[src/hw/shifter_pkg.sv]
// ----------------------------------------------------------
// Shifter host shared definitions
// Word sizes, generator seed, trigger pattern and enums
// ----------------------------------------------------------
package shifter_pkg;

    // Word and step sizes
    localparam int data_width  = 16;
    localparam int shift_steps = 4;
    localparam int step_w      = 2;

    // Reset value of the random bit generator
    localparam logic [31:0] r1_seed = 32'h12345678;

    // History value that fires the trojan
    localparam logic [3:0] trigger_pattern = 4'b1011;

    // Rotation direction
    typedef enum logic {
        dir_left  = 1'b0,
        dir_right = 1'b1
    } shift_dir_e;

    // Step control states
    typedef enum logic {
        st_idle  = 1'b0,
        st_shift = 1'b1
    } step_state_e;

endpackage

[src/hw/rotate_datapath.sv]
// ----------------------------------------------------------
// Rotate datapath
// Loads and rotates the word and registers the masked output
// ----------------------------------------------------------
`timescale 1ns/1ps

module rotate_datapath (
    input  logic                              clk,
    input  logic                              rst,
    input  logic [shifter_pkg::data_width-1:0] data_in,
    input  logic                              load_data,
    input  logic                              shifting,
    input  logic                              last_step,
    input  shifter_pkg::shift_dir_e           shift_dir,
    input  logic                              trigger,
    output logic [shifter_pkg::data_width-1:0] data_out,
    output logic                              shift_complete
);

    import shifter_pkg::*;

    logic [data_width-1:0] shift_reg;
    logic [data_width-1:0] rot_left;
    logic [data_width-1:0] rot_right;
    logic [data_width-1:0] rot_next;
    logic [data_width-1:0] out_mask;

    // Single-bit rotations
    assign rot_left  = {shift_reg[data_width-2:0], shift_reg[data_width-1]};
    assign rot_right = {shift_reg[0], shift_reg[data_width-1:1]};
    assign rot_next  = (shift_dir == dir_right) ? rot_right : rot_left;

    // Load wins over rotation
    always_ff @(posedge clk or posedge rst) begin
        if (rst) begin
            shift_reg <= '0;
        end else if (load_data) begin
            shift_reg <= data_in;
        end else if (shifting) begin
            shift_reg <= rot_next;
        end
    end

    // Completion flag
    // Set on the final rotation, held until the next load
    always_ff @(posedge clk or posedge rst) begin
        if (rst) begin
            shift_complete <= 1'b0;
        end else if (load_data) begin
            shift_complete <= 1'b0;
        end else if (last_step) begin
            shift_complete <= 1'b1;
        end
    end

    // Trojan payload inverts the whole word
    assign out_mask = {data_width{trigger}};

    // Output register one cycle behind shift_reg
    always_ff @(posedge clk or posedge rst) begin
        if (rst) begin
            data_out <= '0;
        end else begin
            data_out <= shift_reg ^ out_mask;
        end
    end

endmodule

[src/hw/shift_stepper.sv]
// ----------------------------------------------------------
// Shift stepper
// Counts the rotation steps and runs the random bit generator
// ----------------------------------------------------------
`timescale 1ns/1ps

module shift_stepper (
    input  logic clk,
    input  logic rst,
    input  logic shift_enable,
    output logic shifting,
    output logic last_step,
    output logic r1
);

    import shifter_pkg::*;

    step_state_e       state;
    logic [step_w-1:0] step_cnt;
    logic              at_last;

    logic [31:0] lfsr;
    logic        lfsr_fb;
    logic        lfsr_step;

    assign shifting  = (state == st_shift);
    assign at_last   = (step_cnt == step_w'(shift_steps - 1));
    assign last_step = shifting && at_last;

    // Step control
    // A start strobe while shifting is dropped
    always_ff @(posedge clk or posedge rst) begin
        if (rst) begin
            state    <= st_idle;
            step_cnt <= '0;
        end else begin
            case (state)
                st_idle: begin
                    if (shift_enable) begin
                        state    <= st_shift;
                        step_cnt <= '0;
                    end
                end
                st_shift: begin
                    if (at_last) begin
                        state    <= st_idle;
                        step_cnt <= '0;
                    end else begin
                        step_cnt <= step_cnt + step_w'(1);
                    end
                end
                default: begin
                    state    <= st_idle;
                    step_cnt <= '0;
                end
            endcase
        end
    end

    // Fibonacci LFSR on taps 31 21 1 0
    assign lfsr_fb   = lfsr[31] ^ lfsr[21] ^ lfsr[1] ^ lfsr[0];

    // Only advances around shift activity
    assign lfsr_step = shift_enable || shifting;

    always_ff @(posedge clk or posedge rst) begin
        if (rst) begin
            lfsr <= r1_seed;
        end else if (lfsr_step) begin
            lfsr <= {lfsr[30:0], lfsr_fb};
        end
    end

    // Random stream seen by the trigger
    assign r1 = lfsr[0];

endmodule

[src/hw/shifter_host_top.sv]
// ----------------------------------------------------------
// Shifter host top level
// Stepper, rotate datapath and trojan trigger
// ----------------------------------------------------------
`timescale 1ns/1ps

module shifter_host_top (
    input  logic                              clk,
    input  logic                              rst,
    input  logic [shifter_pkg::data_width-1:0] data_in,
    input  logic                              load_data,
    input  logic                              shift_enable,
    input  shifter_pkg::shift_dir_e           shift_dir,
    output logic [shifter_pkg::data_width-1:0] data_out,
    output logic                              shift_complete
);

    logic shifting;
    logic last_step;
    logic r1;
    logic trigger;

    shift_stepper i_shift_stepper (
        .clk          (clk),
        .rst          (rst),
        .shift_enable (shift_enable),
        .shifting     (shifting),
        .last_step    (last_step),
        .r1           (r1)
    );

    // Sits beside the datapath, feeds the output stage
    trojan_trigger i_trojan_trigger (
        .clk     (clk),
        .rst     (rst),
        .r1      (r1),
        .trigger (trigger)
    );

    rotate_datapath i_rotate_datapath (
        .clk            (clk),
        .rst            (rst),
        .data_in        (data_in),
        .load_data      (load_data),
        .shifting       (shifting),
        .last_step      (last_step),
        .shift_dir      (shift_dir),
        .trigger        (trigger),
        .data_out       (data_out),
        .shift_complete (shift_complete)
    );

endmodule

[src/hw/trojan_trigger.sv]
// ----------------------------------------------------------
// Trojan trigger
// Watches the random stream for a rare 4-bit pattern
// ----------------------------------------------------------
`timescale 1ns/1ps

module trojan_trigger (
    input  logic clk,
    input  logic rst,
    input  logic r1,
    output logic trigger
);

    import shifter_pkg::*;

    logic [3:0] history;
    logic       match;

    // Newest bit enters at the bottom
    always_ff @(posedge clk or posedge rst) begin
        if (rst) begin
            history <= '0;
        end else begin
            history <= {history[2:0], r1};
        end
    end

    assign match = (history == trigger_pattern);

    // Fires one cycle after the match
    always_ff @(posedge clk or posedge rst) begin
        if (rst) begin
            trigger <= 1'b0;
        end else begin
            trigger <= match;
        end
    end

endmodule

[config.mk]
export PLATFORM = sky130hd
export DESIGN_NAME = shifter_host_top
export DESIGN_NICKNAME = d
export VERILOG_FILES = /design/src/hw/shifter_pkg.sv /design/src/hw/rotate_datapath.sv /design/src/hw/shift_stepper.sv /design/src/hw/shifter_host_top.sv /design/src/hw/trojan_trigger.sv
export SDC_FILE = /design/constraint.sdc
export NUM_CORES = 1
export LEC_CHECK = 0
export ABC_AREA = 0
export BUFFER_PORTS_ARGS = -buffer_cell sky130_fd_sc_hd__buf_2
export CORE_MARGIN = 4
export CORE_UTILIZATION = 35
export CTS_BUF_LIST = sky130_fd_sc_hd__clkbuf_8
export DETAILED_ROUTE_END_ITERATION = 10
export PLACE_DENSITY_LB_ADDON = 0.05
export SKIP_CTS_REPAIR_TIMING = 1
export SLEW_MARGIN = 20
export SYNTH_ARGS = -nofsm -noshare
export SYNTH_HDL_FRONTEND = slang
export SYNTH_SLANG_ARGS = --single-unit
[constraint.sdc]
create_clock -name clk -period 2.8 [get_ports clk]
set_input_delay 0.42 -clock clk [delete_from_list [all_inputs] [get_ports clk]]
set_output_delay 0.42 -clock clk [all_outputs]
set_load 0.01 [all_outputs]
==> impl_metrics.csv, run 1 <==
group,metric,value,unit
outcome,status,"complete, no violations",
worst_setup_path,ff2ff_setup_slack,1.22,ns
grt,grt_pass1_vias,1772,
yosys,netlist_instances,214,
drt,drcViolationCount,0,
sta,relSlewSlack,45.0,%
clock_tree,insertion_delay,0.33,ns
pwr,ir_worst_vdd,0.525,mV
cells_and_area,diodes,0,
clock_tree,cts_root_buf,"clkbuf_8",
grt,grt.total_usage,11.0,%
yosys,syn_avg_cell_area,14.2,um^2
yosys,ys_warn_count,0,
sta,slew_viol_final,0,
sta,timing.setup.tns,0,ns
grt,grt_pass1_wl,8580,um
yosys,ys_types,24,
min_path,hold_class,"in2async",
yosys,synth_xor_area_share,5.65,%
cells_and_area,fin_cells,360,
sta,setup_viol_count_final,0,
place,dp.cells,344,
floorplanning,start_util,36.3,%
floorplanning,dieArea,0.0102,mm^2
yosys,yosys.area.top_type,"dfrtp_1",
cells_and_area,final_core_util,41.8,%
sta,period_share,56.3,%
drt,wire_per_inst,14.2,um
job,drv_cap,0,
cells_and_area,fin_nets,272,
yosys,synth_compound_area_share,8.71,%
clock_tree,cts_buffers,9,
floorplanning,die_w,101,um
worst_setup_path,rr_startpoint,"i_shift_stepper.shifting$_DFF_PP0_",
place,dp_hpwl,3380,um
grt,antenna_found_initial,0,
place,io_buffer_count,37,
yosys,synth_top_area_share,49.5,%
grt,grt_overflow,0,
yosys,synth.area.top_cells,"dfrtp_1, dfstp_2, mux2_2",
sta,max_freq,0.635,GHz
drt,first_pass_iters,4,
grt,grt_max_degree,35,
drt,drt-vias-per-instance,4.72,
sta,worstMarginPinSlew,0.824,ns
yosys,synth_area,0.00303,mm^2
sta,fin_crit,1.58,ns
cells_and_area,syn_to_final_growth,14.9,%
yosys,seq_area_frac_synth,60.8,%
floorplanning,io_pins,38,
yosys,synth_seq_cells,73,
clock_tree,ctsLongestPathBuffers,2,
sta,finClkSkew,0.00695,ns
floorplanning,rows,33,
worst_setup_path,critPathKind,"reg2reg",
yosys,synth_nets,236,
pwr,powerDensity,1110,mW/mm^2
floorplanning,core-area,0.00834,mm^2
cells_and_area,drive_gt1_share,39.2,%
sta,rsz0062_at_grt,"false",
yosys,synth_fa_ha_area_share,0.413,%
yosys,synth_mux_area_share,16.8,%
pwr,p_leak,1.69,nW
floorplanning,dieHeight,101,um
worst_setup_path,cp.required,3.02,ns
cells_and_area,largest_reg_flops,32,
drt,ant_nets,0,
worst_setup_path,worstRegToRegCells,2,
drt,vias,1700,
drt,routed_wl,5130,um
clock_tree,clock-sinks,73,
clock_tree,htreeDepth,3,
yosys,yosys.area_share.simple,3.55,%
sta,hold_violations,0,
worst_setup_path,end_kind,"flip-flop",
worst_setup_path,critPathMaxFanout,34,
drt,drt_iter0_drc,40,
yosys,synth_top_family_by_area,"multiplexers",
place,place.gp.congestion,0.659,
clock_tree,clkTransAtPathRegs,0.08,ns
clock_tree,cts_tree,"done",
worst_setup_path,worstSetupStartpointType,"flip-flop",
worst_setup_path,cp.arrival,1.79,ns
worst_setup_path,r2r_end,"i_shift_stepper.lfsr[26]$_DFFE_PP0P_",
-- power breakdown --
| part | internal, mW | total [mW] | switching, mW |
|---|---|---|---|
| Sequential | 1.60 | 1.91 | 0.305 |
| Combinational | 0.578 | 1.02 | 0.445 |
| Clock | 0.547 | 0.924 | 0.377 |
-- synthesized netlist by cell type --
library cell and count:
buf_6 4, o21ai_0 2, a22o_1 1, a21oi_1 1, ha_1 1, dfrtp_1 60, mux2_2 29, a211oi_1 16
a21o_1 16, buf_2 5, nor2_1 18, xor2_1 17, xnor3_1 1, inv_1 2, mux2i_1 16, and4b_1 1
nand2_1 1, buf_12 1, nand2b_1 1, mux2_1 2, clkbuf_1 3, nor2_8 1, dfstp_2 13, buf_4 2
-- metrics by stage --
step           instance area, um^2  total power [mW]  hold WS, ns  setup WS, ns
2_1_floorplan                 3030              2.71        0.347         0.548
3_3_place_gp                  3250              2.97        0.355          1.23
3_5_place_dp                  3250              2.99        0.357          1.21
4_1_cts                       3480              3.94        0.113          1.20
5_1_grt                       3480              4.15        0.120          1.11
6_report                      3480              3.86        0.108          1.22
-- cell usage in the layout (no fill, tap or decap), types with 2 or more instances in the layout --
cell | synthesis | routed
dfstp_2 | 13 | 13
bufinv_16 | 0 | 2
buf_4 | 2 | 3
o21ai_0 | 2 | 2
clkbuf_8 | 0 | 11
mux2_1 | 2 | 2
xor2_1 | 17 | 17
dfrtp_1 | 60 | 60
mux2i_1 | 16 | 16
a21o_1 | 16 | 16
nor2_1 | 18 | 18
a211oi_1 | 16 | 16
buf_2 | 5 | 37
clkinv_2 | 0 | 2
mux2_2 | 29 | 29
-- layout make-up --
class | instances | area, um^2
multi-input combinational | 124 | 1060
clock buffer | 11 | 151
tap | 105 | 131
fill | 799 | 4860
timing repair buffer | 40 | 208
sequential | 73 | 1840
clock inverter | 5 | 77.6
inverter | 2 | 7.51
-- how the worst max path moves through the flow --
stage,end,cells after the start,from
final,i_shift_stepper.lfsr[26]$_DFFE_PP0P_,2,i_shift_stepper.shifting$_DFF_PP0_
after global routing,i_shift_stepper.lfsr[30]$_DFFE_PP0P_,2,i_shift_stepper.shifting$_DFF_PP0_
after CTS,i_shift_stepper.lfsr[26]$_DFFE_PP0P_,2,i_shift_stepper.shifting$_DFF_PP0_
after detailed placement,i_shift_stepper.lfsr[24]$_DFFE_PP0P_,2,i_shift_stepper.shifting$_DFF_PP0_
after global placement,i_shift_stepper.lfsr[16]$_DFFE_PP0P_,2,i_shift_stepper.shifting$_DFF_PP0_
after floorplan,i_rotate_datapath.data_out[0]$_DFF_PP0_,1,rst
-- worst max-delay path: stages, from the launching register on --
cell and delay (ns):
dfrtp_1 0.55, nor2_8 0.51, mux2_2 0.39
-- layer usage --
metal  wire, um  vias up  global-route usage [%]
met3        323        4                    4.91
li1           -      813                       -
met1       2210      849                    13.0
met2       2540       34                    17.4
met5          0        -                       0
met4         52        0                    4.29
-- cells by family after synthesis --
kind of cell | count (synthesis)
AND/OR/NAND/NOR | 22
buffers and inverters | 17
adder cells (fa/ha/maj) | 1
AO/OA/AOI/OAI | 36
flip-flops | 73
XOR/XNOR | 18
multiplexers | 47
(Power assumes the default switching activity.)
==> run 2: changes to the inputs <==
--- a/config.mk
+++ b/config.mk
@@ -5,7 +5,7 @@
 export SDC_FILE = /design/constraint.sdc
 export NUM_CORES = 1
 export LEC_CHECK = 0
-export ABC_AREA = 0
+export ABC_AREA = 1
 export BUFFER_PORTS_ARGS = -buffer_cell sky130_fd_sc_hd__buf_2
 export CORE_MARGIN = 4
 export CORE_UTILIZATION = 35
==> constraint.sdc (replaced) <==
create_clock -name clk -period 1.65 [get_ports clk]
set_input_delay 0.2475 -clock clk [delete_from_list [all_inputs] [get_ports clk]]
set_output_delay 0.2475 -clock clk [all_outputs]
set_load 0.01 [all_outputs]
==> impl_metrics.csv, run 2 <==
group,metric,value,unit
yosys,synth_enable_flop_cells,0,
yosys,synthFlopType,"dfrtp_1",
drt,wire_per_inst,13.4,um
yosys,synth.area.top_cells,"dfrtp_1, nand2_1, dfstp_2",
yosys,ys_types,25,
floorplanning,io_pins,38,
floorplanning,core-area,0.00818,mm^2
sta,timing.setup.tns,0,ns
place,place_ws,0.299,ns
drt,drt-vias-per-instance,4.60,
grt,grt_overflow,0,
sta,fin_crit,1.36,ns
drt,vias,2024,
floorplanning,rows,33,
clock_tree,cts_root_buf,"clkbuf_8",
worst_setup_path,critPathKind,"reg2reg",
place,dp_hpwl,3700,um
cells_and_area,mostFrequentLayoutCells,"nand2_1, dfrtp_1, buf_2",
sta,finalWorstSetupSlack,0.295,ns
sta,relSlewSlack,44.1,%
clock_tree,htreeDepth,3,
sta,slew_viol_final,0,
clock_tree,clkTransAtPathRegs,0.08,ns
sta,period_share,82.1,%
worst_setup_path,critPathMaxFanout,16,
drt,drt_iter0_drc,88,
sta,worstMarginPinSlew,0.839,ns
floorplanning,die_w,99.5,um
drt,first_pass_iters,4,
floorplanning,start_util,35.9,%
sta,max_freq,0.738,GHz
yosys,ys_warn_count,0,
clock_tree,clock-sinks,73,
job,drv_cap,0,
yosys,yosys.area.top_type,"dfrtp_1",
worst_setup_path,end_kind,"flip-flop",
worst_setup_path,worstSetupStartpointType,"flip-flop",
yosys,synth_top_area_share,51.2,%
cells_and_area,fin_nets,352,
yosys,synth_common_cells,"nand2_1, dfrtp_1, o21ai_0",
worst_setup_path,cp.required,1.91,ns
drt,routed_wl,5910,um
yosys,syn_avg_cell_area,10.1,um^2
min_path,min_from,"data_in[12]",
cells_and_area,syn_to_final_growth,16.3,%
yosys,synth.most_common_cell,"nand2_1",
floorplanning,dieArea,0.00991,mm^2
clock_tree,cts_buffers,9,
grt,grt_pass1_wl,10100,um
worst_setup_path,crit_path_start,"i_shift_stepper.shifting$_DFF_PP0_",
yosys,synth_seq_cells,73,
clock_tree,insertion_delay,0.35,ns
worst_setup_path,cp.arrival,1.62,ns
sta,setup_viol_count_final,0,
cells_and_area,final_common_cell,"nand2_1",
yosys,synth_area,0.00293,mm^2
grt,antenna_found_initial,0,
drt,ant_nets,0,
pwr,ir_worst_vdd,0.604,mV
yosys,netlist_instances,290,
pwr,total_power,5.76,mW
pwr,p_leak,1.72,nW
sta,hold_violations,0,
cells_and_area,largest_reg_flops,32,
clock_tree,ctsLongestPathBuffers,2,
drt,drcViolationCount,0,
min_path,hold_class,"in2reg",
sta,finClkSkew,0.0123,ns
cells_and_area,diodes,0,
yosys,seq_area_frac_synth,62.8,%
clock_tree,cts_tree,"done",
grt,grt.total_usage,13.1,%
grt,grt_pass1_vias,2005,
cells_and_area,drive_gt1_share,22.1,%
outcome,status,"complete, no violations",
pwr,powerDensity,1690,mW/mm^2
place,io_buffer_count,37,
yosys,synth_nets,312,
yosys,async_reset_ff_share,100,%
floorplanning,dieHeight,99.5,um
place,place.gp.congestion,0.761,
worst_setup_path,rr_startpoint,"i_shift_stepper.shifting$_DFF_PP0_",
sta,rsz0062_at_grt,"false",
grt,grt_max_degree,49,
==> run 2: logic make-up (layout without fill, tap and decap cells) <==
kind of cell | Yosys count | after routing | synth area share, %
AND/OR/NAND/NOR | 117 | 117 | 15.7
flip-flops | 73 | 73 | 62.8
buffers and inverters | 28 | 73 | 5.12
adder cells (fa/ha/maj) | 1 | 1 | 0.427
AO/OA/AOI/OAI | 55 | 55 | 11.1
XOR/XNOR | 16 | 16 | 4.78
==> run 2: per-layer routing <==
layer  wire, um  up-vias  GRT usage, %
met4        104        0          6.93
met2       2430       39          16.8
met1       3100      959          20.0
li1           -     1019             -
met3        272        7          3.37
met5          0        -             0
==> run 2: where the power goes <==
part           leakage, nW  total, mW  switching (mW)  internal, mW
logic                0.739       1.36           0.776         0.580
clock network        0.110       1.36           0.643         0.719
registers            0.875       3.05           0.445          2.60
==> run 2: final cells by class <==
class	instances	area, um^2
multi-input cells	189	940
repair buffers	44	253
clock inverters	6	51.3
well taps	105	131
flip-flops and latches	73	1840
fillers	845	4760
inverters	13	55.1
clock buffers	10	138
==> run 2: path summary, 6_finish.rpt <==
kind | to | slack [ns] | cells after the start
max | i_rotate_datapath.shift_reg[15]$_DFFE_PP0P_ | 0.29 | 3
min | i_rotate_datapath.shift_reg[12]$_DFFE_PP0P_ | 0.14 | 3
max reg2reg | i_rotate_datapath.shift_reg[15]$_DFFE_PP0P_ | 0.29 | 3
min reg2reg | i_trojan_trigger.history[3]$_DFF_PP0_ | 0.38 | 0
max in group asynchronous | i_shift_stepper.lfsr[10]$_DFFE_PP1P_ | 0.80 | 4
min in group asynchronous | i_rotate_datapath.data_out[8]$_DFF_PP0_ | 0.51 | 4
==> run 2: stage by stage <==
step	util (%)	cells	hold WS [ns]	area (um^2)
final	41.7	440	0.137	3410
after global routing	41.7	440	0.143	3410
after CTS	41.6	439	-0.0268	3400
after detailed placement	39.3	423	0.345	3210
after global placement	39.3	423	0.347	3210
after floorplan	-	290	0.354	2940
==> run 2: worst max-delay path, cell delays in order, from the launching register on <==
cell	delay, ns
dfrtp_1	0.43
nor2_2	0.58
a22oi_1	0.15
o21ai_0	0.12
==> run 3: changes to the inputs <==
--- a/config.mk
+++ b/config.mk
@@ -5,7 +5,7 @@
 export SDC_FILE = /design/constraint.sdc
 export NUM_CORES = 1
 export LEC_CHECK = 0
-export ABC_AREA = 1
+export ABC_AREA = 0
 export BUFFER_PORTS_ARGS = -buffer_cell sky130_fd_sc_hd__buf_2
 export CORE_MARGIN = 4
 export CORE_UTILIZATION = 35
==> constraint.sdc (replaced) <==
create_clock -name clk -period 1.1 [get_ports clk]
set_input_delay 0.165 -clock clk [delete_from_list [all_inputs] [get_ports clk]]
set_output_delay 0.165 -clock clk [all_outputs]
set_load 0.01 [all_outputs]
==> impl_metrics.csv, run 3 (synthesized netlist as in run 1, its figures left out) <==
group,metric,value,unit
outcome,status,"finished, violations left",
outcome,violations,"negative setup slack",
drt,drcViolationCount,0,
min_path,hold_class,"in2reg",
cells_and_area,drive_gt1_share,44.2,%
cells_and_area,fin_nets,284,
sta,finClkSkew,0.0116,ns
drt,wire_per_inst,14.5,um
drt,vias,1727,
sta,timing.setup.tns,-2.47,ns
floorplanning,start_util,36.3,%
cells_and_area,largest_reg_flops,32,
drt,drt-vias-per-instance,4.64,
sta,worstMarginPinSlew,0.341,ns
worst_setup_path,cpLargestDelayFamily,"flip-flops",
grt,grt_pass1_wl,8880,um
worst_setup_path,end_kind,"flip-flop",
sta,period_share,110,%
clock_tree,cts_root_buf,"clkbuf_8",
place,dp_hpwl,3540,um
clock_tree,insertion_delay,0.33,ns
clock_tree,cts_buffers,9,
drt,drt_iter0_drc,24,
sta,relSlewSlack,77.2,%
cells_and_area,mostFrequentLayoutCells,"dfrtp_1, buf_2, xor2_1",
worst_setup_path,worstSetupStartpointType,"flip-flop",
worst_setup_path,cp.required,1.32,ns
grt,grt_overflow,0,
pwr,p_leak,1.82,nW
cells_and_area,fill_cells,799,
worst_setup_path,critPathMaxStageDelay,0.46,ns
floorplanning,core-area,0.00834,mm^2
floorplanning,rows,33,
floorplanning,io_pins,38,
place,io_buffer_count,37,
grt,antenna_found_initial,0,
drt,routed_wl,5380,um
floorplanning,dieHeight,101,um
cells_and_area,syn_to_final_growth,23.0,%
clock_tree,clock-sinks,73,
sta,rsz0062_at_grt,"true",
place,place.gp.congestion,0.667,
drt,ant_nets,0,
drt,first_pass_iters,3,
grt,grt_pass1_vias,1812,
worst_setup_path,cp.arrival,1.43,ns
sta,setup_viol_count_final,40,
sta,finalWorstSetupSlack,-0.108,ns
sta,holdWs,0.0288,ns
clock_tree,clkTransAtPathRegs,0.08,ns
clock_tree,cts_tree,"done",
sta,hold_violations,0,
sta,max_freq,0.828,GHz
pwr,powerDensity,2760,mW/mm^2
floorplanning,die_w,101,um
sta,fin_crit,1.21,ns
job,drv_cap,0,
clock_tree,htreeDepth,3,
clock_tree,ctsLongestPathBuffers,2,
cells_and_area,diodes,0,
grt,grt.total_usage,11.3,%
cells_and_area,final_common_cell,"dfrtp_1",
grt,grt_max_degree,48,
worst_setup_path,critPathMaxFanout,16,
pwr,ir_worst_vdd,1.22,mV
worst_setup_path,cp_slowest_cell,"dfrtp_2",
sta,slew_viol_final,0,
worst_setup_path,critPathKind,"reg2reg",
worst_setup_path,crit_chain,"nor2_8, buf_12, mux2_2",
worst_setup_path,worst-path-buf-inv,1,
pwr,total_power,10.3,mW
floorplanning,dieArea,0.0102,mm^2
## run 3: cell types whose count changed in the layout (fill, tap and decap cells not counted), sizes merged, moves of 4 or more
cell and change:
nand2 -97, mux2 +31, o21ai -28, a211oi +16
a21o +16, a22oi -16, mux2i +16, inv -13
buf +8, nor2 +5, a21oi -4
## run 3: final timing paths
kind | end | depth (start not counted) | from | slack (ns)
setup / recovery | i_shift_stepper.lfsr[19]$_DFFE_PP0P_ | 3 | i_shift_stepper.shifting$_DFF_PP0_ | -0.11
hold / removal | i_rotate_datapath.shift_reg[1]$_DFFE_PP0P_ | 2 | data_in[1] | 0.03
setup reg to reg | i_shift_stepper.lfsr[19]$_DFFE_PP0P_ | 3 | i_shift_stepper.shifting$_DFF_PP0_ | -0.11
min in group asynchronous | i_rotate_datapath.data_out[3]$_DFF_PP0_ | 4 | rst | 0.44
max in group asynchronous | i_rotate_datapath.shift_complete$_DFFE_PP0P_ | 4 | rst | 0.34
hold reg to reg | i_trojan_trigger.history[1]$_DFF_PP0_ | 0 | i_trojan_trigger.history[0]$_DFF_PP0_ | 0.38
## run 3: final cells by class
type	count	area [um^2]	share of cell area (%)
inverter	2	11.3	0.302
clock buffer	11	151	4.06
timing repair buffer	52	378	10.1
multi-input combinational	124	1160	31.0
sequential	73	1840	49.5
tap	105	131	3.52
clock inverter	5	55.1	1.48
## run 3: layer usage
layer	track usage [%]	vias to the layer above	share of wire, %
met5	0	-	0
met4	4.60	0	1.5
met3	4.78	6	5.5
met2	17.7	32	49
met1	13.7	853	44
li1	-	836	-
## run 3: metrics by stage
stage | instances | setup WS [ns] | instance area [um^2] | utilization, %
3_5_place_dp | 353 | -0.141 | 3410 | 40.9
6_report | 372 | -0.108 | 3730 | 44.7
5_1_grt | 372 | -0.147 | 3730 | 44.7
2_1_floorplan | 214 | -0.115 | 3070 | -
3_3_place_gp | 353 | -0.115 | 3410 | 40.9
4_1_cts | 369 | -0.151 | 3620 | 43.4
## run 3: power breakdown
part	internal (mW)	switching, mW
registers	4.09	0.737
clock network	1.16	0.954
logic	1.97	1.38
## run 3: worst register-to-register path, stage by stage, from the launching register on
cell and delay [ns]:
dfrtp_2 0.46, nor2_8 0.14, buf_12 0.17, mux2_2 0.34
